### config.mk
export PLATFORM = sky130hd
export DESIGN_NAME = icache_plru
export DESIGN_NICKNAME = d
export VERILOG_FILES = /design/src/verilog/icache_pkg.sv /design/src/verilog/icache_plru.sv
export SDC_FILE = /design/constraint.sdc
export NUM_CORES = 1
export LEC_CHECK = 0
export BUFFER_PORTS_ARGS = -buffer_cell sky130_fd_sc_hd__buf_2
export CORE_MARGIN = 2
export CORE_UTILIZATION = 50
export CTS_BUF_LIST = sky130_fd_sc_hd__clkbuf_8
export CTS_CLUSTER_DIAMETER = 120
export DETAILED_ROUTE_END_ITERATION = 6
export PLACE_DENSITY = 0.64
export SLEW_MARGIN = 0
export SYNTH_ARGS = -nofsm -noshare
export SYNTH_HDL_FRONTEND = slang
export SYNTH_SLANG_ARGS = --single-unit
### constraint.sdc
create_clock -name clk -period 20.2 [get_ports clk]
set_input_delay 5.05 -clock clk [delete_from_list [all_inputs] [get_ports clk]]
set_output_delay 5.05 -clock clk [all_outputs]
set_load 0.01 [all_outputs]
### src/verilog/icache_pkg.sv
package icache_pkg;

    localparam int ADDR_W  = 64;
    localparam int INDEX_W = 6;
    localparam int TAG_W   = 55;
    localparam int WAYS    = 8;
    localparam int WAY_W   = 3;
    localparam int LINE_W  = 64;
    localparam int INST_W  = 32;
    localparam int SETS    = 1 << INDEX_W;

    // cache view of the fetch address
    typedef struct packed {
        logic [TAG_W-1:0]   tag;
        logic [INDEX_W-1:0] index;
        logic               word_sel;
        logic [1:0]         byte_off;
    } fetch_fields_t;

    typedef union packed {
        logic [ADDR_W-1:0] raw;
        fetch_fields_t     fields;
    } fetch_addr_t;

    typedef enum logic [2:0] {
        st_idle,
        st_read_cache,
        st_ar,
        st_r,
        st_fill,
        st_done
    } fetch_state_t;

endpackage

### src/verilog/icache_plru.sv
`timescale 1ns/10ps

module icache_plru
    import icache_pkg::*;
(
    input  logic             clk,
    input  logic             rst,
    input  fetch_addr_t      pc,
    input  logic             hit_upd,
    input  logic [WAY_W-1:0] hit_way,
    output logic [WAY_W-1:0] victim_way
);

    localparam int TREE_W = WAYS - 1;

    // bit 0 root, bits 1-2 middle, bits 3-6 leaves
    logic [TREE_W-1:0] tree [SETS];
    logic [TREE_W-1:0] cur_tree;
    logic [TREE_W-1:0] upd_tree;

    assign cur_tree = tree[pc.fields.index];

    // node n has children 2n+1 (lower half) and 2n+2 (upper half)
    always_comb begin
        int node;
        node = 0;
        victim_way = '0;
        for (int lvl = 0; lvl < WAY_W; lvl++) begin
            victim_way[WAY_W-1-lvl] = cur_tree[node];
            node = 2 * node + 1 + int'(cur_tree[node]);
        end
    end

    // path bits point away from the way just used
    always_comb begin
        int node;
        node = 0;
        upd_tree = cur_tree;
        for (int lvl = 0; lvl < WAY_W; lvl++) begin
            upd_tree[node] = ~hit_way[WAY_W-1-lvl];
            node = 2 * node + 1 + int'(hit_way[WAY_W-1-lvl]);
        end
    end

    always_ff @(posedge clk or posedge rst) begin
        if (rst) begin
            for (int s = 0; s < SETS; s++) begin
                tree[s] <= '0;
            end
        end else if (hit_upd) begin
            tree[pc.fields.index] <= upd_tree;
        end
    end

endmodule

==> implementation parameters <==
Parameter                              Value

Synthesis
  Post-Synthesis Net Count ... approximately 2.1k
  FFs w/ async S/R, synth ... 1.00
  Sequential-to-total area share from yosys stat ... 0.567
  Top_reg_cell synth ... dfrtp_1
  Mean Syn Cell Area ... about 9.9 um^2
  Gate count of the mapped netlist ... ~2k
  Warning count from the yosys run ... 0
  Number of unique standard cell types used by synthesis ... 64
  Number of synthesized register bits ... ~450
  Fraction of synthesized cell area taken by the top area cell type ... 0.567
  Biggest area consumer among synthesized cells ... dfrtp_1
  Cell area after synthesis ... 19800 um^2
  Count of flip-flops with a built-in enable after synthesis ... 0
  Biggest area contributors in the synthesized netlist ... dfrtp_1 57%, o21ai_0 11%, nand2_1 9.7%

Routing
  Violation count after the first detailed-routing iteration ... around 1.8k
  WL per Instance ... 23.2 um
  Post-DRT Antenna Nets ... 0
  DR DRC count ... 0
  Wire length reported by the detailed router ... 58.4 mm
  Drt first pass iters ... 6
  Via count ... 15.4k
  Detail-routed via count per cell ... 6.09

Global route
  GR Util met2 ... 0.444
  Met3 layer usage reported by global route ... 0.0624
  First-pass GRT wire length ... slightly above 90 mm
  Global-route congestion overflow total ... 0
  Global-route track usage on met1 ... 0.417
  Antenna violations before repair ... 3
  Via count of the first global-routing pass ... between 15k and 20k
  Total global routing track utilization ... 0.294
  Largest net degree at the start of global routing ... about 180
  Most Used Layer, Global Route ... met2

Floorplan
  Die extent in y ... about 200 um
  Floorplan die area ... 41200 um^2
  Die X ... 203 um
  Starting Density ... 0.509
  Number of rows in the core area ... 72
  I/O pin count ... 73
  Std-Cell Core Area ... 38800 um^2

Worst setup path
  Category of the critical setup timing path ... in2out
  Reg2reg end ... tree[52]
  CP Data Arrival Time ... about 9.6 ns
  Maximum fanout along the worst path ... 30
  Number of buffers and inverters on the critical path ... 6
  Reg-to-Reg Start ... tree[3]
  Critical Path RT ... around 15 ns
  Type of destination of the critical path ... output port
  Sequence of cells on the critical path ... buf_2 > buf_4 > nor2_1 > buf_4 > a221oi_1 > o22ai_1 > a22o_1 > nor4_4 > mux2i_1 > inv_1 > ha_1 > inv_1 > nand3_1 > o221ai_1 > a32oi_1 > buf_2
  Slowest Stage Delay on Critical Path ... approximately 0.55 ns
  R2R cell count ... 8
  Library cell contributing the largest single delay on the critical path ... buf_4
  Reg2Reg Setup Slack ... between 15 and 20 ns
  Dominant delay contributor by cell family on the critical path ... buffers and inverters
  Startpoint type of the worst setup path ... input port

Layout
  Most common cell after layout, fill and taps aside ... nand2_1
  Fin util ... 0.552
  Largest register by flop count ... tree
  Count of nets after finishing ... 2025
  Number of fill cells in the layout ... between 3k and 4k
  Fraction of layout instances using a drive strength above 1 ... 0.112
  Largest regs ... tree x448
  Most frequent cells in the layout ... 512 x nand2_1, 451 x o21ai_0, 448 x dfrtp_1
  Area growth from synthesis to layout ... 8.44%
  Flip-flop count of the largest register, all copies and words added ... 448

Run
  Reported max-cap violation count ... 0

Pwr
  Internal power summed over all cells ... approximately 1500 uW
  Peak supply drop ... between 0.00004 and 0.00005 V
  Switching share of total power ... 0.281
  Leakage power ... 0.00950 uW
  Clk network pwr share ... 0.373
  Pwr dens ... ~96 nW/um^2
  Reg power frac ... 0.509
  Comb pwr share ... 0.118
  Power spent charging and discharging nets ... between 500 and 600 uW

Timing
  Setup tns final ... 0 ns
  Setup repair after global routing missed its margin ... no
  Final Hold Fails ... 0
  Transition time at the pin with the least slew margin ... about 1.1 ns
  Clock period minus worst slack ... 14.69 ns
  Number of setup violations in the final report ... 0
  Clock Skew ... 0.0279 ns
  Maximum operating frequency ... 0.0681 GHz
  Max Transition Viols Final ... 0
  Relative slew margins ... 0.232
  Tcrit/Tclk final ... 0.727

Clocking
  Clock sink count ... 448
  Clk Latency, worst-skew pair ... about 0.64 ns
  Count of buffers added by post-CTS timing repair for setup ... 0
  Post-cts repair resize count ... 0
  Clock tree from TritonCTS ... done
  Number of CTS-inserted buffers ... between 70 and 80
  Root buf cell ... clkbuf_8
  Maximum root-to-sink buffer count ... 3
  Clock slew at reported path FFs ... about 0.060 ns
  Count of H-tree levels built during CTS ... 3
  Hold buffers post-CTS ... 0

Placement
  RD Place Congestion ... 0.865
  Quantity of I/O buffers inserted on ports ... 14
  DPL Wire Length ... roughly 35 mm

Hold path
  Worst Hold Path EP ... tree[34]
  Min-Delay Path Depth ... 2
  Hold Path Class ... reg2reg
  Worst hold path startpoint ... tree[34]

Run status
  Outcome ... finished clean
-- per-stage QoR --
stage	cells	hold WS, ns	setup WS, ns	power [uW]	cell area (um^2)
after global placement	2391	0.454	5.71	1290	20000
after CTS	2520	0.478	5.61	2060	21400
after detailed placement	2391	0.464	5.62	1300	20000
after floorplan	2005	0.441	2.66	1220	19800
after global routing	2521	0.497	5.28	2150	21400
final	2521	0.472	5.51	2060	21400
-- worst reg2reg max path: stages (launching register included) --
cell	delay, ns
dfrtp_1	0.37
and4_1	0.20
a2111oi_0	0.44
a31oi_1	0.22
or4_1	0.52
nor4b_2	0.59
mux2_2	0.27
buf_4	0.55
o21ai_0	0.26
-- worst max-delay path by stage --
stage / start / end / slack (ns) / cells past startpoint
5_1_grt: pc[5] / victim_way[0] / 5.28 / 16
2_1_floorplan: rst / tree[0] / 2.66 / 1
4_1_cts: pc[5] / victim_way[0] / 5.61 / 16
6_report: pc[5] / victim_way[0] / 5.51 / 16
3_5_place_dp: pc[5] / victim_way[0] / 5.62 / 16
3_3_place_gp: pc[5] / victim_way[0] / 5.71 / 16
-- cell families after synthesis --
| logic type | count (synthesis) | synth area share |
|---|---|---|
| multiplexers | 72 | 0.0514 |
| adder cells (fa/ha/maj) | 6 | 0.00380 |
| buffers and inverters | 192 | 0.0445 |
| flip-flops | 448 | 0.567 |
| AND/OR/NAND/NOR | 589 | 0.123 |
| AO/OA/AOI/OAI | 698 | 0.211 |
-- synthesized netlist by cell type (all sizes together), types with 17 or more instances --
library cell and number:
o21ai 459, nand2 512, a22oi 79, nor2 18, mux2 38, a221oi 64
a21oi 20, clkbuf 142, dfrtp 448, mux4 18, o22ai 17, buf 40
-- layer usage --
metal,wire length (um),share of wire
met2,26500,0.45
met3,4740,0.081
met4,1970,0.034
met5,17,0.00029
met1,25200,0.43
-- layout make-up --
class | instances | area, um^2 | area share
inverter | 10 | 45.0 | 0.00210
clock buffer | 90 | 1240 | 0.0578
multi-input combinational | 1365 | 7760 | 0.362
timing repair buffer | 50 | 368 | 0.0172
tap | 518 | 648 | 0.0302
clock inverter | 39 | 169 | 0.00788
sequential | 448 | 11200 | 0.523
antenna | 1 | 2.50 | 0.000117
-- power groups by stage --
stage | Sequential [uW] | Combinational (uW) | Clock (uW)
4_1_cts | 1050 | 242 | 773
5_1_grt | 1060 | 273 | 819
6_report | 1050 | 243 | 767
2_1_floorplan | 1050 | 172 | 0
3_3_place_gp | 1060 | 234 | 0
3_5_place_dp | 1060 | 242 | 0
Note: power is estimated with default switching activity, not from simulation.
