**src/verilog/icache_pkg.sv**
```systemverilog
package icache_pkg;

    localparam int ADDR_W  = 64;
    localparam int INDEX_W = 6;
    localparam int TAG_W   = 55;
    localparam int WAYS    = 8;
    localparam int WAY_W   = 3;
    localparam int LINE_W  = 64;
    localparam int INST_W  = 32;
    localparam int SETS    = 1 << INDEX_W;

    // cache view of the fetch address
    typedef struct packed {
        logic [TAG_W-1:0]   tag;
        logic [INDEX_W-1:0] index;
        logic               word_sel;
        logic [1:0]         byte_off;
    } fetch_fields_t;

    typedef union packed {
        logic [ADDR_W-1:0] raw;
        fetch_fields_t     fields;
    } fetch_addr_t;

    typedef enum logic [2:0] {
        st_idle,
        st_read_cache,
        st_ar,
        st_r,
        st_fill,
        st_done
    } fetch_state_t;

endpackage

```
**src/verilog/icache_fetch_ctrl.sv**
```systemverilog
`timescale 1ns/10ps

module icache_fetch_ctrl
    import icache_pkg::*;
#(
    parameter logic [31:0] CACHE_BASE  = 32'h8000_0000,
    parameter logic [31:0] CACHE_LIMIT = 32'h8800_0000
) (
    input  logic              clk,
    input  logic              rst,
    input  logic              req,
    input  fetch_addr_t       pc,
    output logic              ack,
    output logic [INST_W-1:0] inst,
    input  logic              hit,
    input  logic [WAY_W-1:0]  hit_way,
    input  logic              free_found,
    input  logic [WAY_W-1:0]  free_way,
    input  logic [WAY_W-1:0]  victim_way,
    input  logic [LINE_W-1:0] hit_line,
    output logic              fill_en,
    output logic [WAY_W-1:0]  fill_way,
    output logic [LINE_W-1:0] fill_line,
    output logic              hit_upd,
    output logic              arvalid,
    input  logic              arready,
    output logic [31:0]       araddr,
    output logic [2:0]        arsize,
    input  logic              rvalid,
    output logic              rready,
    input  logic [LINE_W-1:0] rdata,
    input  logic              rlast
);

    fetch_state_t       state;
    fetch_state_t       state_nxt;
    logic               cacheable;
    logic               beat;
    logic [LINE_W-1:0]  line_buf;

    function automatic logic [INST_W-1:0] pick_half(input logic [LINE_W-1:0] line,
                                                    input logic upper);
        return upper ? line[LINE_W-1:INST_W] : line[INST_W-1:0];
    endfunction

    assign cacheable = (pc.raw[31:0] >= CACHE_BASE) && (pc.raw[31:0] < CACHE_LIMIT);
    assign beat = rvalid && rlast;

    always_comb begin
        state_nxt = state;
        case (state)
            st_idle: begin
                if (req) begin
                    if (cacheable && hit) begin
                        state_nxt = st_read_cache;
                    end else begin
                        state_nxt = st_ar;
                    end
                end
            end
            st_read_cache: begin
                state_nxt = st_done;
            end
            st_ar: begin
                if (arready) begin
                    state_nxt = st_r;
                end
            end
            st_r: begin
                if (beat) begin
                    state_nxt = cacheable ? st_fill : st_done;
                end
            end
            st_fill: begin
                state_nxt = st_read_cache;
            end
            st_done: begin
                // wait for req to drop
                if (!req) begin
                    state_nxt = st_idle;
                end
            end
            default: begin
                state_nxt = st_idle;
            end
        endcase
    end

    always_ff @(posedge clk or posedge rst) begin
        if (rst) begin
            state <= st_idle;
        end else begin
            state <= state_nxt;
        end
    end

    assign ack = (state == st_done);

    // address and size follow the pc
    assign arvalid = (state == st_ar);
    assign araddr  = cacheable ? {pc.raw[31:3], 3'b000} : pc.raw[31:0];
    assign arsize  = cacheable ? 3'd3 : 3'd2;
    assign rready  = (state == st_r);

    always_ff @(posedge clk) begin
        if (state == st_r && beat) begin
            line_buf <= rdata;
        end
    end

    always_ff @(posedge clk) begin
        if (state == st_read_cache) begin
            inst <= pick_half(hit_line, pc.fields.word_sel);
        end else if (state == st_r && beat && !cacheable) begin
            inst <= pick_half(rdata, pc.fields.word_sel);
        end
    end

    // refill goes to a free way first, else the plru victim
    assign fill_en   = (state == st_fill);
    assign fill_way  = free_found ? free_way : victim_way;
    assign fill_line = line_buf;

    assign hit_upd = (state == st_read_cache);

endmodule

```
**config.mk**
```make
export PLATFORM = sky130hd
export DESIGN_NAME = icache_fetch_ctrl
export DESIGN_NICKNAME = d
export VERILOG_FILES = /design/src/verilog/icache_pkg.sv /design/src/verilog/icache_fetch_ctrl.sv
export SDC_FILE = /design/constraint.sdc
export NUM_CORES = 1
export LEC_CHECK = 0
export BUFFER_PORTS_ARGS = -buffer_cell sky130_fd_sc_hd__clkbuf_2
export CORE_AREA = 2 2 135 137
export CTS_CLUSTER_SIZE = 20
export DETAILED_ROUTE_END_ITERATION = 7
export DIE_AREA = 0 0 137 139
export GPL_TIMING_DRIVEN = 0
export MAX_ROUTING_LAYER = met4
export PLACE_DENSITY = 0.63
export SKIP_LAST_GASP = 1
export SLEW_MARGIN = 20
export SYNTH_ARGS = -nofsm -noshare
export SYNTH_HDL_FRONTEND = slang
export SYNTH_SLANG_ARGS = --single-unit
```
**constraint.sdc**
```tcl
create_clock -name clk -period 15.1 [get_ports clk]
set_clock_uncertainty 0.2 [all_clocks]
set_input_delay 1.51 -clock clk [delete_from_list [all_inputs] [get_ports clk]]
set_output_delay 1.51 -clock clk [all_outputs]
set_load 0.005 [all_outputs]
```
==> metrics.cfg, run 1 <==
[run_status]
status=finished, final reports clean

[global_route]
grt_util_all_layers_pct=13.15
grt_start_max_net_pins=33
first_global_vias=3309
grt-ovfl-total=0
grt_pass1_wl_um=17960
antenna_found_initial=0

[clocking]
clk_latency_ns=0.33
cts_resized=0
clk_path_buf_depth=2
post_cts_buffers=0
cts_tree=built
cts.sinks=99
cts_root_buffer=clkbuf_16
cts_buffers=9
path_clk_slew_ns=0.06
postCtsHoldBufs=0
htree_levels=3

[detailed_routing]
drtIter0Drc=162
viasPerCell=4.329
ant_nets=0
firstDrtPassIters=6
wirelength_um=12600
drc=0
wl_per_cell_um=17.01
num_vias=3208

[critical_path]
cp.arrival_ns=2.40
critPathLaunchType=input port
r2r-end=inst[9]$_DFFE_PP_
crit_type=in2out
crit_path_max_incr_delay_ns=0.31
slowest_stage=nor3_1
crit_path_end_kind=primary output
crit_cells=6
required_ns=13.39
crit_chain=clkbuf_2, nor3_1, nand2_1, inv_1, buf_4, clkbuf_2
critPathLaunch=pc[27]
rr_worst_depth=5
worst-path-buf-inv=4
critical_path.most_common_cell=clkbuf_2
cp-endpoint=arsize[0]
path_max_fanout=5
cp_top_family=simple AND/OR/NAND/NOR gates
reg2reg_from=state[2]$_DFFE_PP0P_
r2r_setup_slack_ns=12.28

[timing]
slew_headroom_pct=36.98
setup_viol=0
slew_violations=0
rsz0062_at_grt=false
hold_viol=0
worstMarginPinSlew_ns=0.9452
setup-tns-final_ns=0
fin_crit_ns=4.109
finalCritPeriodShare_pct=27.21
timing.fmax_mhz=243.3

[cells_and_area]
nets=717
layout.cells.most_common=clkbuf_2
area_growth_pct=47.35
most-common-layout-cells=285 x clkbuf_2, 96 x edfxtp_1, 32 x buf_4
insertedDiodeCount=0
drive_above_1_share_pct=69.53
final_area_um2=6390
fin_util_pct=36.19

[logic_synthesis]
synth_compound_area_share_pct=1.443
yosysSeqAreaShare_pct=68.21
synth-xor-area-share_pct=0
synth-adder-area-share_pct=0
synth_nets=419
synth_mux_area_share_pct=19.82
synth-simple-area-share_pct=3.087
yosys_warnings=0
syn_inst=210
syn_area_um2=4337
yosysUniqueCellTypes=29
ys_seq_elements=99
synth_top_family_by_area=multiplexers
avgSynthCellArea_um2=20.65

[floorplan]
fp.dieW_um=137
core_region_area_um2=17660
start_util_pct=24.56
die-area_um2=19040
die_y_um=139
io_pins=348
rows=49

[pwr]
p_int_uw=621.1
pwr-share-comb_pct=28.3
switchingPower_uw=242.8
powerDensity_nw_per_um2=135.2
ir_worst_vdd_uv=104.2
power_leakage_nw=2.870
power.clock.fraction_pct=26.2
pwr-share-seq_pct=45.5
swShare_pct=28.11

[placed_design]
place.gp.congestion=0.7977
place.port_buffers=285
dpl-instance-area_um2=6097
hpwlAfterDp_um=10040

[worst_hold_path]
hold_class=reg2reg
min_from=state[0]$_DFFE_PP0P_

[job]
maxCapViolations=0

## Yosys cell counts
| master | count | area, µm² |
|---|---|---|
| a21o_1 | 1 | 7.510 |
| o22ai_1 | 1 | 6.260 |
| dfrtp_1 | 3 | 75.07 |
| and2_2 | 2 | 15.01 |
| a21oi_1 | 2 | 10.01 |
| mux4_2 | 4 | 90.09 |
| and2b_2 | 1 | 8.760 |
| nor3b_1 | 1 | 7.510 |
| edfxtp_1 | 96 | 2883 |
| and4_1 | 1 | 8.760 |
| nor3b_4 | 1 | 18.77 |
| inv_1 | 3 | 11.26 |
| buf_4 | 32 | 240.2 |
| buf_2 | 6 | 30.03 |
| a32oi_1 | 1 | 8.760 |
| o21bai_1 | 1 | 7.510 |
| mux2_2 | 3 | 33.78 |
| nor2_1 | 2 | 7.510 |
| and2_1 | 3 | 18.77 |
| a31oi_1 | 1 | 6.260 |
| nand3_1 | 1 | 5.000 |
| a211oi_1 | 1 | 7.510 |
| conb_1 | 2 | 7.510 |
| nor3_1 | 2 | 10.01 |
| nand2_1 | 4 | 15.01 |
| buf_6 | 3 | 33.78 |
| mux4_1 | 28 | 735.7 |
| a21o_2 | 1 | 8.760 |
| nor2b_1 | 3 | 18.77 |
## power groups by stage
stage	Clock, mW	Combinational (mW)	Sequential [mW]
after floorplan	0	0.119	0.403
after global placement	0	0.245	0.400
after detailed placement	0	0.251	0.400
after CTS	0.236	0.251	0.394
after global routing	0.248	0.268	0.399
final	0.226	0.244	0.394
## stage by stage
step	worst slack, ns	cells	total power, mW	hold slack (ns)
after global routing	10.87	741	0.9150	0.4538
after CTS	10.96	741	0.8812	0.4162
after detailed placement	10.97	726	0.6510	0.4083
after global placement	7.251	724	0.6443	0.3872
after floorplan	9.198	210	0.5224	0.3405
final	10.99	741	0.8639	0.4168
## worst register-to-register path, stage by stage (launching register included)
cell     delay (ns)
dfrtp_1        0.35
buf_2          0.17
nor2b_1        0.21
and2_2         0.19
nor2b_4        0.44
a21o_2         0.84
## final cells by class
class	count	area (µm²)
buffer	41	304.0
clock buffer	9	225.2
clock inverter	6	67.56
fill	1722	11270
inverter	3	11.26
multi-input combinational	67	1071
sequential	99	2958
tap	229	286.5
timing repair buffer	287	1466
## layer usage
| layer | wire (µm) | GRT usage (%) | vias up |
|---|---|---|---|
| met5 | 0 | - | - |
| li1 | - | - | 1433 |
| met1 | 4546 | 13.57 | 1532 |
| met2 | 6543 | 23.33 | 231 |
| met4 | 189 | 4.721 | 0 |
| met3 | 1322 | 3.947 | 12 |
## worst min-delay path by stage
stage	to	cells past startpoint
3_3_place_gp	state[1]$_DFFE_PP0P_	1
6_report	state[1]$_DFFE_PP0P_	1
5_1_grt	state[1]$_DFFE_PP0P_	1
4_1_cts	state[1]$_DFFE_PP0P_	2
3_5_place_dp	state[1]$_DFFE_PP0P_	2
2_1_floorplan	state[1]$_DFFE_PP0P_	1
## flip-flops by register name, summed over array words and instances (netlist names)
name / count
state: 3
fill_line: 64
inst: 32
## cells by family after synthesis
kind of cell / after synthesis
AOI/OAI and AO/OA: 9
buffers and inverters: 44
DFF: 99
muxes: 35
other: 2
and+or+nand+nor: 21
No activity file was read; power rests on OpenSTA's default activity.
==> run 2: changes to the inputs <==
--- a/config.mk
+++ b/config.mk
@@ -5,14 +5,15 @@
 export SDC_FILE = /design/constraint.sdc
 export NUM_CORES = 1
 export LEC_CHECK = 0
+export ABC_AREA = 1
 export BUFFER_PORTS_ARGS = -buffer_cell sky130_fd_sc_hd__clkbuf_2
-export CORE_AREA = 2 2 135 137
+export CORE_AREA = 2 2 155 112
 export CTS_CLUSTER_SIZE = 20
 export DETAILED_ROUTE_END_ITERATION = 7
-export DIE_AREA = 0 0 137 139
+export DIE_AREA = 0 0 157 114
 export GPL_TIMING_DRIVEN = 0
 export MAX_ROUTING_LAYER = met4
-export PLACE_DENSITY = 0.63
+export PLACE_DENSITY = 0.69
 export SKIP_LAST_GASP = 1
 export SLEW_MARGIN = 20
 export SYNTH_ARGS = -nofsm -noshare
==> constraint.sdc (replaced) <==
create_clock -name clk -period 3.9 [get_ports clk]
set_clock_uncertainty 0.2 [all_clocks]
set_input_delay 0.39 -clock clk [delete_from_list [all_inputs] [get_ports clk]]
set_output_delay 0.39 -clock clk [all_outputs]
set_load 0.005 [all_outputs]
==> metrics.cfg, run 2 <==
[detailed_routing]
num_vias=3792
drtIter0Drc=168
wl_per_cell_um=15.98
firstDrtPassIters=4
drc=0
viasPerCell=4.334
ant_nets=0
wirelength_um=13980

[critical_path]
crit_path_max_incr_delay_ns=0.44
critPathLaunchType=register
rr_worst_depth=7
crit_path_end_kind=register
critical_path.most_common_cell=buf_8
cp_top_family=buffers and inverters
slowest_stage=o31ai_4
reg2reg_from=state[2]$_DFFE_PP0P_
r2r_setup_slack_ns=1.70
required_ns=3.75
r2r-end=inst[18]$_DFFE_PP_
crit_type=reg2reg
path_max_fanout=12
crit_chain=inv_2, nand2_1, nor2_2, inv_1, o31ai_4, buf_8, buf_8
worst-path-buf-inv=4
cp.arrival_ns=2.05

[cells_and_area]
regArea_um2=2958
most-common-layout-cells=287 x clkbuf_2, 96 x edfxtp_1, 36 x buf_4
largest_reg_flops=64
multiInputGateArea_um2=1409
drive_above_1_share_pct=69.21
nets=848
area_growth_pct=44.59
fillers=1576
final_area_um2=6978
layout.cells.most_common=clkbuf_2

[floorplan]
io_pins=348
die-area_um2=17900
die_y_um=114
start_util_pct=29.13
core_region_area_um2=16570
rows=40
fp.dieW_um=157

[logic_synthesis]
async_flop_share_pct=3.030
synth_common_cells=96 x edfxtp_1, 36 x buf_4, 32 x mux2i_1
ys_seq_elements=99
synth_ff_type=edfxtp_1
yosysUniqueCellTypes=31
synth_top_cell_by_area=edfxtp_1
yosys_warnings=0
netlist_top_cells_area=edfxtp_1 60%, o211ai_2 7.0%, mux2i_1 6.6%
yosysSeqAreaShare_pct=61.29
syn_inst=336
yosysMostFrequentCell=edfxtp_1
synth_nets=545
syn_area_um2=4826
netlist.area_leader.share_pct=59.74
synth-edff-count=96
avgSynthCellArea_um2=14.36

[timing]
setup_viol=0
timing.fmax_mhz=455.4
fin_crit_ns=2.196
hold_ws_ns=0.03526
worst_slack_ns=1.704
rsz0062_at_grt=false
hold_viol=0
slew_violations=0
finalCritPeriodShare_pct=56.30

[clocking]
cts_buffers=9
cts_resized=0
htree_levels=3
clk_path_buf_depth=2
cts_root_buffer=clkbuf_16
cts_tree=built
clk_latency_ns=0.34
path_clk_slew_ns=0.07
post_cts_buffers=0
cts.sinks=99

[placed_design]
dpl-instance-area_um2=6649
post-place-ws_ns=1.681
hpwlAfterDp_um=11250
place.gp.congestion=0.8048
place.port_buffers=286

[global_route]
first_global_vias=3692
antenna_found_initial=0
grt_pass1_wl_um=20130
grt-ovfl-total=0
grt_util_all_layers_pct=15.77
grt_start_max_net_pins=28

[run_status]
status=finished, final reports clean

[pwr]
powerDensity_nw_per_um2=531.1
total_power_mw=3.706
ir_worst_vdd_uv=244.7
power_leakage_nw=3.154

[worst_hold_path]
hold_path_depth=1
hold_path_end=fill_line[16]$_DFFE_PP_
hold_class=in2reg
min_from=rdata[16]

[job]
maxCapViolations=0

-- run 2: cell count changes in the layout (fill, tap and decap cells not counted), sizes merged, moves of 14 or more --
cell    before  now
nand2        4   18
inv          3   18
mux4        32    0
or2          0   32
mux2i        0   32
o211ai       0   32
o21ai        0   34
-- run 2: cells by family (layout without fill, tap and decap cells) --
logic type / after synthesis / after routing / synth area share (%)
flops: 99 / 99 / 61.29
mux: 35 / 35 / 7.337
simple gates: 67 / 67 / 7.467
buf+inv: 66 / 373 / 9.956
compound gates: 67 / 67 / 13.79
other cells: 2 / 3 / 0.1556
-- run 2: routing by layer --
layer	wire length [µm]	share of wire, %	vias up	GRT usage, %
met2	6889	49	200	26.17
met4	139	0.99	0	4.404
li1	-	-	1808	-
met1	5861	42	1773	19.02
met3	1091	7.8	11	4.217
met5	0	0	-	-
-- run 2: what timing repair did --
item,CTS,global route
endpoints found under the setup margin,0,0
hold buffers,1,0
hold endpoints to repair,3,0
-- run 2: worst max-delay path by stage --
stage / from / end / cells after the start
floorplan: state[2]$_DFFE_PP0P_ / inst[0]$_DFFE_PP_ / 5
global placement: state[2]$_DFFE_PP0P_ / inst[20]$_DFFE_PP_ / 5
detailed placement: state[2]$_DFFE_PP0P_ / inst[18]$_DFFE_PP_ / 7
CTS: state[2]$_DFFE_PP0P_ / inst[19]$_DFFE_PP_ / 7
global route: state[2]$_DFFE_PP0P_ / inst[19]$_DFFE_PP_ / 7
finish: state[2]$_DFFE_PP0P_ / inst[18]$_DFFE_PP_ / 7
-- run 2: cell type report --
type                            count  area share, %
Tap cell                          231          4.142
Clock inverter                      5          1.255
Inverter                           17         0.9145
Clock buffer                       10          3.281
Antenna cell                        1        0.03586
Timing Repair Buffer              292          21.82
Multi-Input combinational cell    171          20.19
Buffer                             49          5.971
Sequential cell                    99          42.39
-- run 2: through the flow --
step / cells / TNS [ns] / util, %
final: 875 / 0 / 42.12
after detailed placement: 858 / 0 / 40.14
after global placement: 853 / -66.71 / 39.53
after floorplan: 336 / 0 / -
after global routing: 874 / 0 / 42.11
after CTS: 874 / 0 / 42.11
-- run 2: report_power, final --
group          switching, mW  internal (mW)  total (mW)
sequential            0.0618           1.44        1.50
clock                  0.397          0.565       0.961
combinational          0.688          0.556        1.24
